==> src/logic/sd_spi_settings.svh <==
`ifndef SD_SPI_SETTINGS_SVH
`define SD_SPI_SETTINGS_SVH

////////////////////////////////////////////////////////////////////////
// register map
////////////////////////////////////////////////////////////////////////

`define SD_ADR_W 3

`define SD_REG_CTRL    3'd0
`define SD_REG_DATA    3'd1
`define SD_REG_DMA_LEN 3'd2
`define SD_REG_DMA_CTL 3'd3
`define SD_REG_FIFO    3'd4

// receive fifo entries
`define SD_FIFO_DEPTH 16

// system clocks per half sdclk, fixed speed
`define SD_SCK_DIV 2

`endif

==> src/logic/sd_spi_pkg.sv <==
`include "sd_spi_settings.svh"

package sd_spi_pkg;

	// wishbone classic request from the master
	typedef struct packed {
		logic                 cyc;
		logic                 stb;
		logic                 we;
		logic [`SD_ADR_W-1:0] adr;
		logic [7:0]           dat;
	} wb_req_t;

	// one byte to shift, held until its done comes back
	typedef struct packed {
		logic       valid;
		logic [7:0] data;
	} spi_req_t;

	// owner 0 is the cpu, 1 is dma
	typedef struct packed {
		logic       done;
		logic       owner;
		logic [7:0] data;
	} spi_rsp_t;

	typedef struct packed {
		logic       start;
		logic [7:0] len;
		logic       pop;
	} dma_cmd_t;

	typedef struct packed {
		logic       busy;
		logic       nonempty;
		logic [7:0] head;
	} dma_stat_t;

endpackage

==> src/logic/sd_cpu_port.sv <==
`timescale 1ns/100ps
`include "sd_spi_settings.svh"

module sd_cpu_port
	import sd_spi_pkg::*;
(
	input  logic       clk,
	input  logic       rst_n,

	input  wb_req_t    wb_req,
	output logic [7:0] wb_dat_r,
	output logic       wb_ack,

	output spi_req_t   cpu_spi,
	input  spi_rsp_t   spi_rsp,

	output dma_cmd_t   dma_cmd,
	input  dma_stat_t  dma_stat,

	output logic       sdcs_n
);

	logic       access;
	logic       cpu_done;
	logic       cpu_valid;
	logic [7:0] cpu_byte;
	logic [7:0] rx_byte;
	logic [7:0] dma_len;
	logic       dma_start;
	logic       dma_pop;
	logic [7:0] rd_data;

	// new cycle, not the ack cycle and not a data write still shifting
	assign access = wb_req.cyc & wb_req.stb & ~wb_ack & ~cpu_valid;
	assign cpu_done = spi_rsp.done & ~spi_rsp.owner;

	assign cpu_spi = '{valid: cpu_valid, data: cpu_byte};
	assign dma_cmd = '{start: dma_start, len: dma_len, pop: dma_pop};

	////////////////////////////////////////////////////////////////////
	// register decode
	////////////////////////////////////////////////////////////////////

	always_comb begin
		case (wb_req.adr)
			`SD_REG_CTRL:    rd_data = {7'd0, sdcs_n};
			`SD_REG_DATA:    rd_data = rx_byte;
			`SD_REG_DMA_LEN: rd_data = dma_len;
			`SD_REG_DMA_CTL: rd_data = {6'd0, dma_stat.nonempty, dma_stat.busy};
			`SD_REG_FIFO:    rd_data = dma_stat.nonempty ? dma_stat.head : 8'hFF;
			default:         rd_data = 8'h00;
		endcase
	end

	always_ff @(posedge clk) begin
		if (!rst_n) begin
			wb_ack    <= 1'b0;
			sdcs_n    <= 1'b1;
			cpu_valid <= 1'b0;
			dma_len   <= 8'd0;
			dma_start <= 1'b0;
			dma_pop   <= 1'b0;
		end else begin
			wb_ack    <= 1'b0;
			dma_start <= 1'b0;
			dma_pop   <= 1'b0;

			// data write acks the cycle after its byte is done
			if (cpu_done && cpu_valid) begin
				cpu_valid <= 1'b0;
				wb_ack    <= 1'b1;
			end

			if (access) begin
				if (wb_req.we) begin
					wb_ack <= (wb_req.adr != `SD_REG_DATA);
					case (wb_req.adr)
						`SD_REG_CTRL:    sdcs_n <= wb_req.dat[0];
						`SD_REG_DATA:    cpu_valid <= 1'b1;
						`SD_REG_DMA_LEN: dma_len <= wb_req.dat;
						// bit 0 starts a burst, ignored while one runs
						`SD_REG_DMA_CTL: dma_start <= wb_req.dat[0] & ~dma_stat.busy;
						default: ;
					endcase
				end else begin
					wb_ack  <= 1'b1;
					dma_pop <= (wb_req.adr == `SD_REG_FIFO) & dma_stat.nonempty;
				end
			end
		end
	end

	always_ff @(posedge clk) begin
		if (access && wb_req.we && wb_req.adr == `SD_REG_DATA)
			cpu_byte <= wb_req.dat;
		if (access && !wb_req.we)
			wb_dat_r <= rd_data;
		if (cpu_done)
			rx_byte <= spi_rsp.data;
	end

endmodule

==> src/logic/sd_dma_channel.sv <==
`timescale 1ns/100ps
`include "sd_spi_settings.svh"

module sd_dma_channel
	import sd_spi_pkg::*;
(
	input  logic      clk,
	input  logic      rst_n,

	input  dma_cmd_t  dma_cmd,
	output dma_stat_t dma_stat,

	output spi_req_t  dma_spi,
	input  spi_rsp_t  spi_rsp
);

	localparam int DEPTH = `SD_FIFO_DEPTH;
	localparam int PTR_W = $clog2(DEPTH);
	localparam int CNT_W = $clog2(DEPTH + 1);

	logic             busy;
	logic [8:0]       left;
	logic             req_q;
	logic             push;
	logic             pop;
	logic             full;
	logic [7:0]       mem [DEPTH];
	logic [PTR_W-1:0] wr_ptr;
	logic [PTR_W-1:0] rd_ptr;
	logic [CNT_W-1:0] fill;

	assign push = spi_rsp.done & spi_rsp.owner;
	assign pop  = dma_cmd.pop & (fill != '0);
	assign full = (fill == CNT_W'(DEPTH));

	// dummy 0xff clocks the card's data out
	assign dma_spi  = '{valid: req_q, data: 8'hFF};
	assign dma_stat = '{busy: busy, nonempty: (fill != '0), head: mem[rd_ptr]};

	////////////////////////////////////////////////////////////////////
	// burst control
	////////////////////////////////////////////////////////////////////

	always_ff @(posedge clk) begin
		if (!rst_n) begin
			busy  <= 1'b0;
			left  <= 9'd0;
			req_q <= 1'b0;
		end else if (dma_cmd.start && !busy) begin
			busy <= 1'b1;
			// length 0 means 256
			left <= (dma_cmd.len == 8'd0) ? 9'd256 : {1'b0, dma_cmd.len};
		end else if (push) begin
			req_q <= 1'b0;
			left  <= left - 9'd1;
			if (left == 9'd1)
				busy <= 1'b0;
		end else if (busy && !req_q && !full) begin
			req_q <= 1'b1;
		end
	end

	////////////////////////////////////////////////////////////////////
	// receive fifo
	////////////////////////////////////////////////////////////////////

	always_ff @(posedge clk) begin
		if (!rst_n) begin
			wr_ptr <= '0;
			rd_ptr <= '0;
			fill   <= '0;
		end else begin
			if (push)
				wr_ptr <= (wr_ptr == PTR_W'(DEPTH - 1)) ? '0 : wr_ptr + 1'b1;
			if (pop)
				rd_ptr <= (rd_ptr == PTR_W'(DEPTH - 1)) ? '0 : rd_ptr + 1'b1;
			case ({push, pop})
				2'b10:   fill <= fill + 1'b1;
				2'b01:   fill <= fill - 1'b1;
				default: fill <= fill;
			endcase
		end
	end

	always_ff @(posedge clk) begin
		if (push)
			mem[wr_ptr] <= spi_rsp.data;
	end

endmodule

==> src/logic/spi_shifter.sv <==
`timescale 1ns/100ps
`include "sd_spi_settings.svh"

module spi_shifter
	import sd_spi_pkg::*;
(
	input  logic     clk,
	input  logic     rst_n,

	input  spi_req_t cpu_spi,
	input  spi_req_t dma_spi,
	output spi_rsp_t spi_rsp,

	output logic     sdclk,
	output logic     sddo,
	input  logic     sddi
);

	localparam int DIV   = `SD_SCK_DIV;
	localparam int DIV_W = (DIV > 1) ? $clog2(DIV) : 1;

	logic             active;
	logic             owner;
	logic             done;
	logic             sclk;
	logic             half_end;
	logic [DIV_W-1:0] dcnt;
	logic [2:0]       bcnt;
	logic [7:0]       tx;
	logic [7:0]       rx;

	assign half_end = (dcnt == DIV_W'(DIV - 1));

	assign sdclk   = sclk;
	assign sddo    = tx[7];
	assign spi_rsp = '{done: done, owner: owner, data: rx};

	////////////////////////////////////////////////////////////////////
	// arbitration and shift, mode 0, msb first
	////////////////////////////////////////////////////////////////////

	always_ff @(posedge clk) begin
		if (!rst_n) begin
			active <= 1'b0;
			owner  <= 1'b0;
			done   <= 1'b0;
			sclk   <= 1'b0;
			dcnt   <= '0;
			bcnt   <= 3'd0;
			tx     <= 8'hFF;
		end else begin
			done <= 1'b0;
			if (!active) begin
				dcnt <= '0;
				bcnt <= 3'd0;
				// requester still holds valid in the done cycle
				if (!done && (cpu_spi.valid || dma_spi.valid)) begin
					active <= 1'b1;
					owner  <= ~cpu_spi.valid;
					tx     <= cpu_spi.valid ? cpu_spi.data : dma_spi.data;
				end
			end else if (half_end) begin
				dcnt <= '0;
				sclk <= ~sclk;
				// falling edge moves to the next bit
				if (sclk) begin
					if (bcnt == 3'd7) begin
						active <= 1'b0;
						done   <= 1'b1;
						tx     <= 8'hFF;
					end else begin
						bcnt <= bcnt + 3'd1;
						tx   <= {tx[6:0], 1'b1};
					end
				end
			end else begin
				dcnt <= dcnt + 1'b1;
			end
		end
	end

	// sample on the rising edge
	always_ff @(posedge clk) begin
		if (active && half_end && !sclk)
			rx <= {rx[6:0], sddi};
	end

endmodule

==> src/logic/sd_spi_top.sv <==
`timescale 1ns/100ps

module sd_spi_top
	import sd_spi_pkg::*;
(
	input  logic       clk,
	input  logic       rst_n,

	// wishbone slave
	input  wb_req_t    wb_req,
	output logic [7:0] wb_dat_r,
	output logic       wb_ack,

	// sd card
	output logic       sdcs_n,
	output logic       sdclk,
	output logic       sddo,
	input  logic       sddi
);

	spi_req_t  cpu_spi;
	spi_req_t  dma_spi;
	spi_rsp_t  spi_rsp;
	dma_cmd_t  dma_cmd;
	dma_stat_t dma_stat;

	sd_cpu_port u_cpu_port (
		.clk      (clk),
		.rst_n    (rst_n),
		.wb_req   (wb_req),
		.wb_dat_r (wb_dat_r),
		.wb_ack   (wb_ack),
		.cpu_spi  (cpu_spi),
		.spi_rsp  (spi_rsp),
		.dma_cmd  (dma_cmd),
		.dma_stat (dma_stat),
		.sdcs_n   (sdcs_n)
	);

	sd_dma_channel u_dma_channel (
		.clk      (clk),
		.rst_n    (rst_n),
		.dma_cmd  (dma_cmd),
		.dma_stat (dma_stat),
		.dma_spi  (dma_spi),
		.spi_rsp  (spi_rsp)
	);

	// one shifter, two requesters
	spi_shifter u_spi_shifter (
		.clk     (clk),
		.rst_n   (rst_n),
		.cpu_spi (cpu_spi),
		.dma_spi (dma_spi),
		.spi_rsp (spi_rsp),
		.sdclk   (sdclk),
		.sddo    (sddo),
		.sddi    (sddi)
	);

endmodule

==> config.mk <==
export PLATFORM = sky130hd
export DESIGN_NAME = sd_spi_top
export DESIGN_NICKNAME = d
export VERILOG_FILES = /design/src/logic/sd_spi_pkg.sv /design/src/logic/sd_cpu_port.sv /design/src/logic/sd_dma_channel.sv /design/src/logic/spi_shifter.sv /design/src/logic/sd_spi_top.sv
export VERILOG_INCLUDE_DIRS = /design/src /design/src/logic
export SDC_FILE = /design/constraint.sdc
export NUM_CORES = 1
export LEC_CHECK = 0
export BUFFER_PORTS_ARGS = -buffer_cell sky130_fd_sc_hd__buf_4
export CAP_MARGIN = 10
export CORE_ASPECT_RATIO = 0.6
export CORE_UTILIZATION = 41
export CTS_BUF_LIST = sky130_fd_sc_hd__clkbuf_4 sky130_fd_sc_hd__clkbuf_8
export DETAILED_ROUTE_END_ITERATION = 16
export SYNTH_ARGS = -nofsm -noshare
export SYNTH_HDL_FRONTEND = slang
export SYNTH_SLANG_ARGS = --single-unit
==> constraint.sdc <==
create_clock -name clk -period 6.2 [get_ports clk]
set_clock_uncertainty 0.15 [all_clocks]
set_input_delay 0.62 -clock clk [delete_from_list [all_inputs] [get_ports clk]]
set_output_delay 0.62 -clock clk [all_outputs]
set_load 0.01 [all_outputs]
# --- Word-level counts from Yosys, hierarchy flattened ---
# Memories as Yosys holds them, arrays and structs flattened. A register that Yosys moved wholly into a read port is not among the register bits.
# Cells that the tools add are included.
totals:
  word_cells: 137
  ram_bits: 128
  out_inout_bits: 12
  mem_count: 1
  register_bits: 85
  inputBits: 17
classes:
  bitwise_logic: 18
  addsub: 7
  n_mux: 36
  eq_ne: 14
  reduce_logical: 38
mem_list:
  columns: ["memory", "words", "width", "read_ports", "rd_clocked_by_memory_dff", "wr", "line", "rtl"]
  rows:
  - ["u_dma_channel.mem", 16, 8, 1, 1, 1, "sd_dma_channel.sv:27", "logic [7:0] mem [DEPTH];"]
ops:
  columns: ["operator", "count"]
  rows:
  - ["$mux W8", 7]
  - ["$pmux W8 S5", 1]
  - ["$mux W9", 3]
  - ["$mux W1", 20]
  - ["$mux W4", 4]
  - ["$reduce_and A3 Y1", 4]
  - ["$logic_and A1 B1 Y1", 10]
  - ["$not A1 Y1", 10]
  - ["$pmux W5 S2", 1]
  - ["$reduce_and A2 Y1", 5]
  - ["$reduce_bool A2 Y1", 5]
  - ["$eq A9 B1 Y1 const B", 1]
  - ["$sub A9 B1 Y9 const B", 1]
  - ["$add A4 B1 Y4 const B", 2]
  - ["$and A1 B1 Y1", 8]
  - ["$eq A4 B4 Y1 const B", 2]
  - ["$logic_not A8 Y1", 1]
  - ["$reduce_and A4 Y1", 2]
  - ["$eq A3 B2 Y1 const B", 2]
  - ["$eq A3 B3 Y1 const B", 2]
  - ["$logic_not A1 Y1", 6]
  - ["$reduce_or A3 Y1", 2]
  - ["$add A5 B1 Y5 const B", 1]
  - ["$eq A5 B5 Y1 const B", 1]
  - ["other kinds (11)", 12]

# --- Logic depth before layout (Yosys ltp) ---
# Gate-level depths: netlist of run 1.
logic_depth:
  depth_word: 7
  depth_mapped: 14
  ltp_nobuf: 12

# --- Hierarchy ---
# A second synthesis of run 1 with hierarchy kept.
hier_totals:
  cells_unflattened: 643
  hier_area_um2: 9160.0
modules_own_cells:
  columns: ["module", "seq_area_each_um2", "area_each_um2", "cells_each", "instances"]
  rows:
  - ["sd_dma_channel", 4404.2, 6461.2, 407, 1]
  - ["sd_cpu_port", 980.9, 1592.8, 133, 1]
  - ["spi_shifter", 560.5, 1106.1, 103, 1]

# --- Worst setup path after synthesis of run 1 ---
# Ideal clock, no wire load.
synth_path:
  kind: "register -> register"
  startpoint: "reg u_dma_channel.fill[2]"
  endpoint: "reg u_dma_channel.fill[4]"
  arrival_ns: 2.596
  stages_incl_launch_ff: 14
  path_slack_ns: 3.382
  setup_time_ns: 0.072
  n_path_buf: 1
  period_less_slack_ns: 2.818
  required_time_ns: 5.978
  cell_sequence: "dfxtp_1 -> nor4_1 -> nand2b_1 -> nand2_1 -> inv_1 -> ha_1 -> clkbuf_1 -> xor2_1 -> ha_1 -> o21a_1 -> o21ai_0 -> nand2b_1 -> a211oi_1 -> mux2i_1"
synth_between:
  elab_chain_cells: 4
  word_cells_on_any_way: 8
  cone_classes: "2 x add/sub; 2 x eq/ne; 1 x mux; 1 x bitwise; 2 x reduce/logical"
synth_rtl:
  columns: ["item", "line", "rtl"]
  rows:
  - ["start: declaration", "sd_dma_channel.sv:30", "logic [CNT_W-1:0] fill;"]
  - ["start signal: assignment", "sd_dma_channel.sv:78", "2'b10: fill <= fill + 1'b1;"]
  - ["start signal: assignment", "sd_dma_channel.sv:79", "2'b01: fill <= fill - 1'b1;"]
  - ["start signal: assignment", "sd_dma_channel.sv:80", "default: fill <= fill;"]
  - ["branches (longest 4 deep; another with $sub A5 B1 Y5)", null, null]
# Several ways; the timed one is not identified.
# A chain may end at the register's enable or synchronous reset.

# --- Worst setup path after layout of run 1 ---
layout_path:
  startpoint: "reg u_spi_shifter.done"
  endpoint: "reg u_dma_channel.fill[4]"
layout_between:
  elab_chain_cells: 3
  word_cells_on_any_way: 5
  cone_classes: "2 x eq/ne; 1 x mux; 1 x bitwise; 1 x reduce/logical"
layout_rtl:
  columns: ["item", "line", "rtl"]
  rows:
  - ["start: declaration", "spi_shifter.sv:24", "logic done;"]
  - ["start signal: assignment", "spi_shifter.sv:46", "done <= 1'b0;"]
  - ["start signal: assignment", "spi_shifter.sv:52", "done <= 1'b0;"]
  - ["start signal: assignment", "spi_shifter.sv:69", "done <= 1'b1;"]
  - ["$and A1 B1 Y1 *", "sd_dma_channel.sv:32", "assign push = spi_rsp.done & spi_rsp.owner;"]
  - ["$eq A2 B1 Y1 or $eq A2 B2 Y1 (tied branches)", "sd_dma_channel.sv:77", "case ({push, pop})"]
  - ["$pmux W5 S2 or $reduce_bool A2 Y1 (tied branches)", null, null]
# Every way passes the cells marked *; elsewhere a longest branch is shown, timed or not.

==> out/qor.yml, run 1 <==
route:
  ant_nets: 0
  route.detailed.drc: 0
  wire_per_inst_um: 21.0
  via_per_inst: 5.52
  first_pass_iters: 5
  first_iter_violations: 448
  wirelength_mm: 20.2
  vias: 5300
worst_setup_path:
  r2r-end: "u_dma_channel.fill[4]"
  cp_cell_sequence: "and2_1, clkinv_1, ha_1, xor2_1, ha_1, o21a_1, o21ai_0, nand2b_1, a211oi_1, mux2i_1"
  crit_family: "compound AO/OA/AOI/OAI gates"
  cp_num_cells: 10
  crit_path_start_kind: "flip-flop"
  crit_top_cell: "ha_1"
  crit_path_start: "u_spi_shifter.done"
  crit_path_max_incr_delay_ns: 0.45
  required_ns: 6.54
  ff2ff_path_depth: 10
  ff2ff_setup_slack_ns: 2.97
  crit_path_top_delay_cell: "and2_1"
  crit_end: "u_dma_channel.fill[4]"
  path_max_fanout: 13
  worstReg2RegStart: "u_spi_shifter.done"
  worst-setup-path-type: "flip-flop to flip-flop"
  critical_path_buf_inv_count: 1
  crit_path_end_kind: "flip-flop"
  arrival_ns: 3.57
power_and_ir_drop:
  power_density_mw_per_mm2: 276
  peakVddDrop_uv: 149
  p_clk_frac: 0.417
  swShare: 0.209
  p_leak_nw: 3.26
  p_comb_frac: 0.015
  internal-power_mw: 2.15
  power_frac_seq: 0.568
  power_mw: 2.72
  switchingPower_mw: 0.570
clock_network:
  cts_resized: 0
  cts.htree.levels: 1
  postCtsSetupRepairBufs: 0
  cts-root-buf: "clkbuf_8"
  clk_pin_slew_ns: 0.07
  cts_buffer_depth: 3
  cts_inserted_buffers: 31
  cts.hold.buffers_added: 0
  cts_tree: "done"
  cts_sinks: 217
  clock_latency_ns: 0.57
timing:
  timing.final.crit_share: 0.521
  rsz0062_at_grt: "no"
  slew_headroom: 0.216
  drv_slew: 0
  fmax_ghz: 0.310
  fin_ws_ns: 2.97
  fin_setup_tns_ns: 0
  worst_slew_pin_slew_ns: 1.17
  hold_violations: 0
  setup_viol: 0
  period_minus_slack_ns: 3.23
yosys:
  synth-seq-cells: 217
  synth_edf_count: 160
  synthCells: 621
  synth_compound_area_frac: 0.0763
  synth_area_leaders: "edfxtp_1, dfxtp_1, mux4_2"
  synth_common_cells: "edfxtp_1, nor2_1, dfxtp_1"
  ys_types: 50
  synth_warnings: 0
  async_flop_share: 0
  synth.most_common_cell: "edfxtp_1"
  post_synth.cell_area_avg_sq_um: 14.2
  ys_seq_area_frac: 0.676
  synth_top_area_cell: "edfxtp_1"
  synth_top_family_by_area: "multiplexers"
  synth_nets: 651
  synthFlopType: "edfxtp_1"
  synth_simple_gate_area_share: 0.0875
  synth_top_area_share: 0.546
  synth-xor-area-share: 0.0149
  muxShareOfSynthArea: 0.104
  synthAdderAreaFrac: 0.0185
  syn_area_sq_mm: 0.00879
grt:
  grt_max_degree: 34
  grt_pass1_vias: 5363
  grt_antenna_before_repair: 0
  track_usage: 0.191
  grt_overflow_total: 0
  grt_pass1_wl_mm: 31.4
die:
  coreArea_sq_mm: 0.0210
  dieArea_sq_mm: 0.0221
  die_x_um: 191
  die_y_um: 115
  rows: 41
  top_level_ports: 29
  start_util: 0.418
place:
  portBuffers: 28
  dpl.hpwl_mm: 13.6
  post-place-ws_ns: 3.02
  place.gp.congestion: 0.853
min_path:
  hp-class: "input pin to flip-flop"
finish:
  nFillCells: 1883
  area_delta_synth_final_pct: 12.3
  drive_above_1_share: 0.177
  fin_util: 0.470
  diodes: 0
  final_nets: 687
outcome:
  run_status: "finished clean"
flow_run:
  maxCapViolCount: 0
area by class of cell:
class                      count  area, sq um  share of cell area
multi-input combinational    361         2650               0.268
clock inverter                16         98.8              0.0100
sequential                   217         5950               0.602
timing repair buffer          35          263              0.0266
clock buffer                  42          528              0.0535
tap                          279          349              0.0353
inverter                      11         41.3             0.00418
registers in the layout (all words and copies together) (netlist names), 8 cells and up, named ones only:
register             cells
u_dma_channel.mem      128
u_dma_channel.left       9
u_cpu_port.cpu_byte      8
u_cpu_port.dma_len       8
u_cpu_port.rx_byte       8
u_cpu_port.wb_dat_r      8
u_spi_shifter.rx         8
u_spi_shifter.tx         8
worst min path at each step:
| stage | start | endpoint | slack [ns] | depth (start not counted) |
|---|---|---|---|---|
| final | wb_req[4] | u_cpu_port.cpu_byte[4] | 0.09 | 1 |
| after global routing | wb_req[3] | u_cpu_port.cpu_byte[3] | 0.06 | 1 |
| after CTS | wb_req[4] | u_cpu_port.cpu_byte[4] | 0.06 | 1 |
| after detailed placement | u_spi_shifter.tx[5] | u_spi_shifter.tx[5] | 0.31 | 2 |
| after global placement | u_spi_shifter.tx[2] | u_spi_shifter.tx[2] | 0.30 | 2 |
| after floorplan | u_spi_shifter.dcnt | u_spi_shifter.dcnt | 0.29 | 1 |
per-stage QoR:
step                std cells  hold slack (ns)  cell area [sq um]
floorplan                 621            0.288               8790
global placement          903            0.305               9250
detailed placement        903            0.313               9250
CTS                       961           0.0588               9880
global route              961           0.0638               9880
finish                    961           0.0876               9880
placed cells by master, fill, tap and decap left out, types with 9 or more instances in the layout:
cell | netlist | final
a211oi_1 | 13 | 13
a21oi_1 | 33 | 33
buf_4 | 1 | 35
clkbuf_8 | 0 | 34
dfxtp_1 | 57 | 56
edfxtp_1 | 160 | 160
ha_1 | 13 | 13
inv_1 | 9 | 9
mux2_2 | 9 | 9
mux2i_1 | 27 | 27
mux4_2 | 23 | 23
nand2_1 | 41 | 41
nand3_1 | 19 | 19
nor2_1 | 71 | 71
o21ai_0 | 13 | 13
xor2_1 | 11 | 11
cell families after synthesis:
group,Yosys count
AO/OA/AOI/OAI,102
AND/OR/NAND/NOR,171
XOR/XNOR,15
adder cells (fa/ha/maj),13
buffers and inverters,43
flip-flops,217
multiplexers,60
power by group through the flow:
stage	Combinational (mW)	Clock (mW)	Sequential (mW)
6_report	0.0412	1.14	1.55
5_1_grt	0.0444	1.21	1.54
4_1_cts	0.0410	1.16	1.55
3_5_place_dp	0.0408	0	1.58
3_3_place_gp	0.0399	0	1.58
2_1_floorplan	0.0201	0	1.58
layer usage:
metal,global-route usage,up-vias,part of all wire
met1,0.302,2677,0.50
li1,-,2430,-
met3,0.0303,29,0.062
met2,0.275,164,0.42
met4,0.0413,0,0.013
met5,0,-,0
(Power assumes the default switching activity.)
==> inputs of run 2 (changes only) <==
clock period = 2.9 ns   (was 6.2 ns; I/O delays follow)
==> out/qor.yml, run 2 (same netlist as run 1, synthesis figures left out) <==
clock_network:
  clk_pin_slew_ns: 0.06  # about the same
  cts-root-buf: "clkbuf_8"
  cts.htree.levels: 1  # unchanged
  cts_buffer_depth: 3  # unchanged
  cts_sinks: 217  # unchanged
  clock_latency_ns: 0.57  # about the same
  cts_inserted_buffers: 31  # unchanged
  cts_tree: "done"
  postCtsSetupRepairBufs: 0  # unchanged
worst_setup_path:
  required_ns: 3.22  # -3.32 ns
  crit_path_top_delay_cell: "dfxtp_1"
  crit_path_max_incr_delay_ns: 0.36  # -0.09 ns
  worst-setup-path-type: "flip-flop to flip-flop"
  crit_path_end_kind: "flip-flop"
  cp_cell_sequence: "nor4_4, nand2b_1, nand2_2, inv_1, ha_1, xor2_1, ha_1, o21a_1, o21ai_0, nand2b_1, a211oi_2, mux2i_1"
  crit_path_start: "u_dma_channel.fill[3]"
  path_max_fanout: 6  # -7
  arrival_ns: 2.96  # -0.61 ns
  critical_path_buf_inv_count: 1  # unchanged
  worstReg2RegStart: "u_dma_channel.fill[3]"
  crit_family: "simple AND/OR/NAND/NOR gates"
  crit_path_start_kind: "flip-flop"
finish:
  final_cell_mix: "edfxtp_1, nor2_1, dfxtp_1, buf_4, nand2_1"
  diodes: 0  # unchanged
  largest_register_ffs: 128  # unchanged
  drive_above_1_share: 0.209  # +0.0321
  final_area_sq_mm: 0.0102  # +3.7%
  final_common_cell: "edfxtp_1"
  top_register: "u_dma_channel.mem"
  reg_top3: "u_dma_channel.mem x128, u_dma_channel.left x9"
  area_delta_synth_final_pct: 16.5
  nFillCells: 1787  # -5.1%
  final_nets: 722  # +5.1%
route:
  routed-wl-met2_mm: 8.18  # -3.9%
  maxUsedRoutingLayer: "met4"
  wl_met3_mm: 1.68  # +33%
  vias: 5466  # +3.1%
  route.detailed.drc: 0  # unchanged
  wirelength_mm: 20.6  # +1.8%
  wire_per_inst_um: 20.7  # -1.6%
  ant_nets: 0  # unchanged
  first_pass_iters: 5  # unchanged
  via_per_inst: 5.49  # -0.39%
  wl_met1_mm: 10.4  # +2.4%
  first_iter_violations: 546  # +22%
timing:
  fin_setup_tns_ns: 0  # unchanged
  hold_violations: 0  # unchanged
  worst_slew_pin_slew_ns: 0.959  # -0.214 ns
  slew_headroom: 0.359  # +0.143
  period_minus_slack_ns: 2.65  # -0.583 ns
  timing.final.crit_share: 0.912  # +0.392
  rsz0062_at_grt: "no"
  drv_slew: 0  # unchanged
  fmax_ghz: 0.378  # +22%
  setup_viol: 0  # unchanged
power_and_ir_drop:
  p_leak_nw: 3.47  # +6.2%
  power_frac_seq: 0.563  # -0.005
  internal-power_mw: 4.71  # +120%
  p_clk_frac: 0.420  # +0.003
  switchingPower_mw: 1.16  # +100%
  p_comb_frac: 0.017  # +0.002
  swShare: 0.198  # -0.0114
  peakVddDrop_uv: 381  # +160%
  power_density_mw_per_mm2: 573  # +110%
place:
  place.gp.congestion: 0.845  # -0.96%
  portBuffers: 28  # unchanged
  place_area_sq_mm: 0.00944  # +2.1%
  dpl.hpwl_mm: 14.1  # +3.4%
die:
  die_y_um: 115  # unchanged
  coreArea_sq_mm: 0.0210  # unchanged
  rows: 41  # unchanged
  start_util: 0.418  # unchanged
  die_x_um: 191  # unchanged
  top_level_ports: 29  # unchanged
  dieArea_sq_mm: 0.0221  # unchanged
outcome:
  run_status: "finished clean"
grt:
  grt_max_degree: 27  # -21%
  grt_pass1_vias: 5374  # +0.21%
  grt_pass1_wl_mm: 31.7  # +0.79%
  track_usage: 0.194  # +0.00274
  grt_overflow_total: 0  # unchanged
  grt_antenna_before_repair: 0  # unchanged
min_path:
  worst_hold_startpoint: "wb_req[8]"
  hp-class: "input pin to flip-flop"
flow_run:
  maxCapViolCount: 0  # unchanged
[run 2: routing by layer]
metal  up-vias  track usage
met1      2745        0.307
met4         0       0.0429
li1       2500            -
met3        33       0.0469
met5         -            0
met2       188        0.264
[run 2: area by class of cell]
class	count	area (sq um)	share of cell area
sequential	217	5950	0.580
timing repair buffer	70	583	0.0569
clock buffer	53	636	0.0620
clock inverter	4	17.5	0.00171
tap	279	349	0.0341
inverter	11	41.3	0.00403
multi-input combinational	361	2670	0.261
[run 2: tightest hold or removal path: stages]
cell	delay (ns)
buf_4	0.14
nor2_1	0.08
nand3_1	0.08
nor2_1	0.08
[run 2: worst paths after layout]
check	slack, ns	to	depth (start not counted)
worst max-delay path	0.25	u_dma_channel.fill[4]	12
worst min-delay path	0.05	u_cpu_port.dma_pop	4
worst max register to register	0.25	u_dma_channel.fill[4]	12
worst min register to register	0.33	u_spi_shifter.tx[7]	2
[run 2: metrics by stage]
| step | hold slack [ns] | utilization | setup slack [ns] | total power [mW] | std cells |
|---|---|---|---|---|---|
| floorplan | 0.239 | - | 0.0823 | 3.41 | 621 |
| global placement | 0.304 | 0.449 | 0.200 | 3.46 | 925 |
| detailed placement | 0.313 | 0.449 | 0.0380 | 3.46 | 925 |
| CTS | 0.00470 | 0.486 | 0.00486 | 5.94 | 995 |
| global route | 0.0724 | 0.487 | 0.0465 | 6.07 | 995 |
| finish | 0.0513 | 0.487 | 0.254 | 5.88 | 995 |
[run 2: power by group through the flow]
stage / clock [mW] / sequential, mW / combinational, mW
floorplan: 0 / 3.37 / 0.0429
global placement: 0 / 3.37 / 0.0850
detailed placement: 0 / 3.37 / 0.0868
CTS: 2.53 / 3.30 / 0.100
global route: 2.66 / 3.30 / 0.109
finish: 2.47 / 3.31 / 0.101
[run 2: what timing repair did]
| item | in CTS | in global routing |
|---|---|---|
| endpoints found under the hold margin | 34 | 0 |
| hold buffers | 13 | 0 |
| resized for setup | 0 | 4 |
| endpoints found under the setup margin | 0 | 2 |
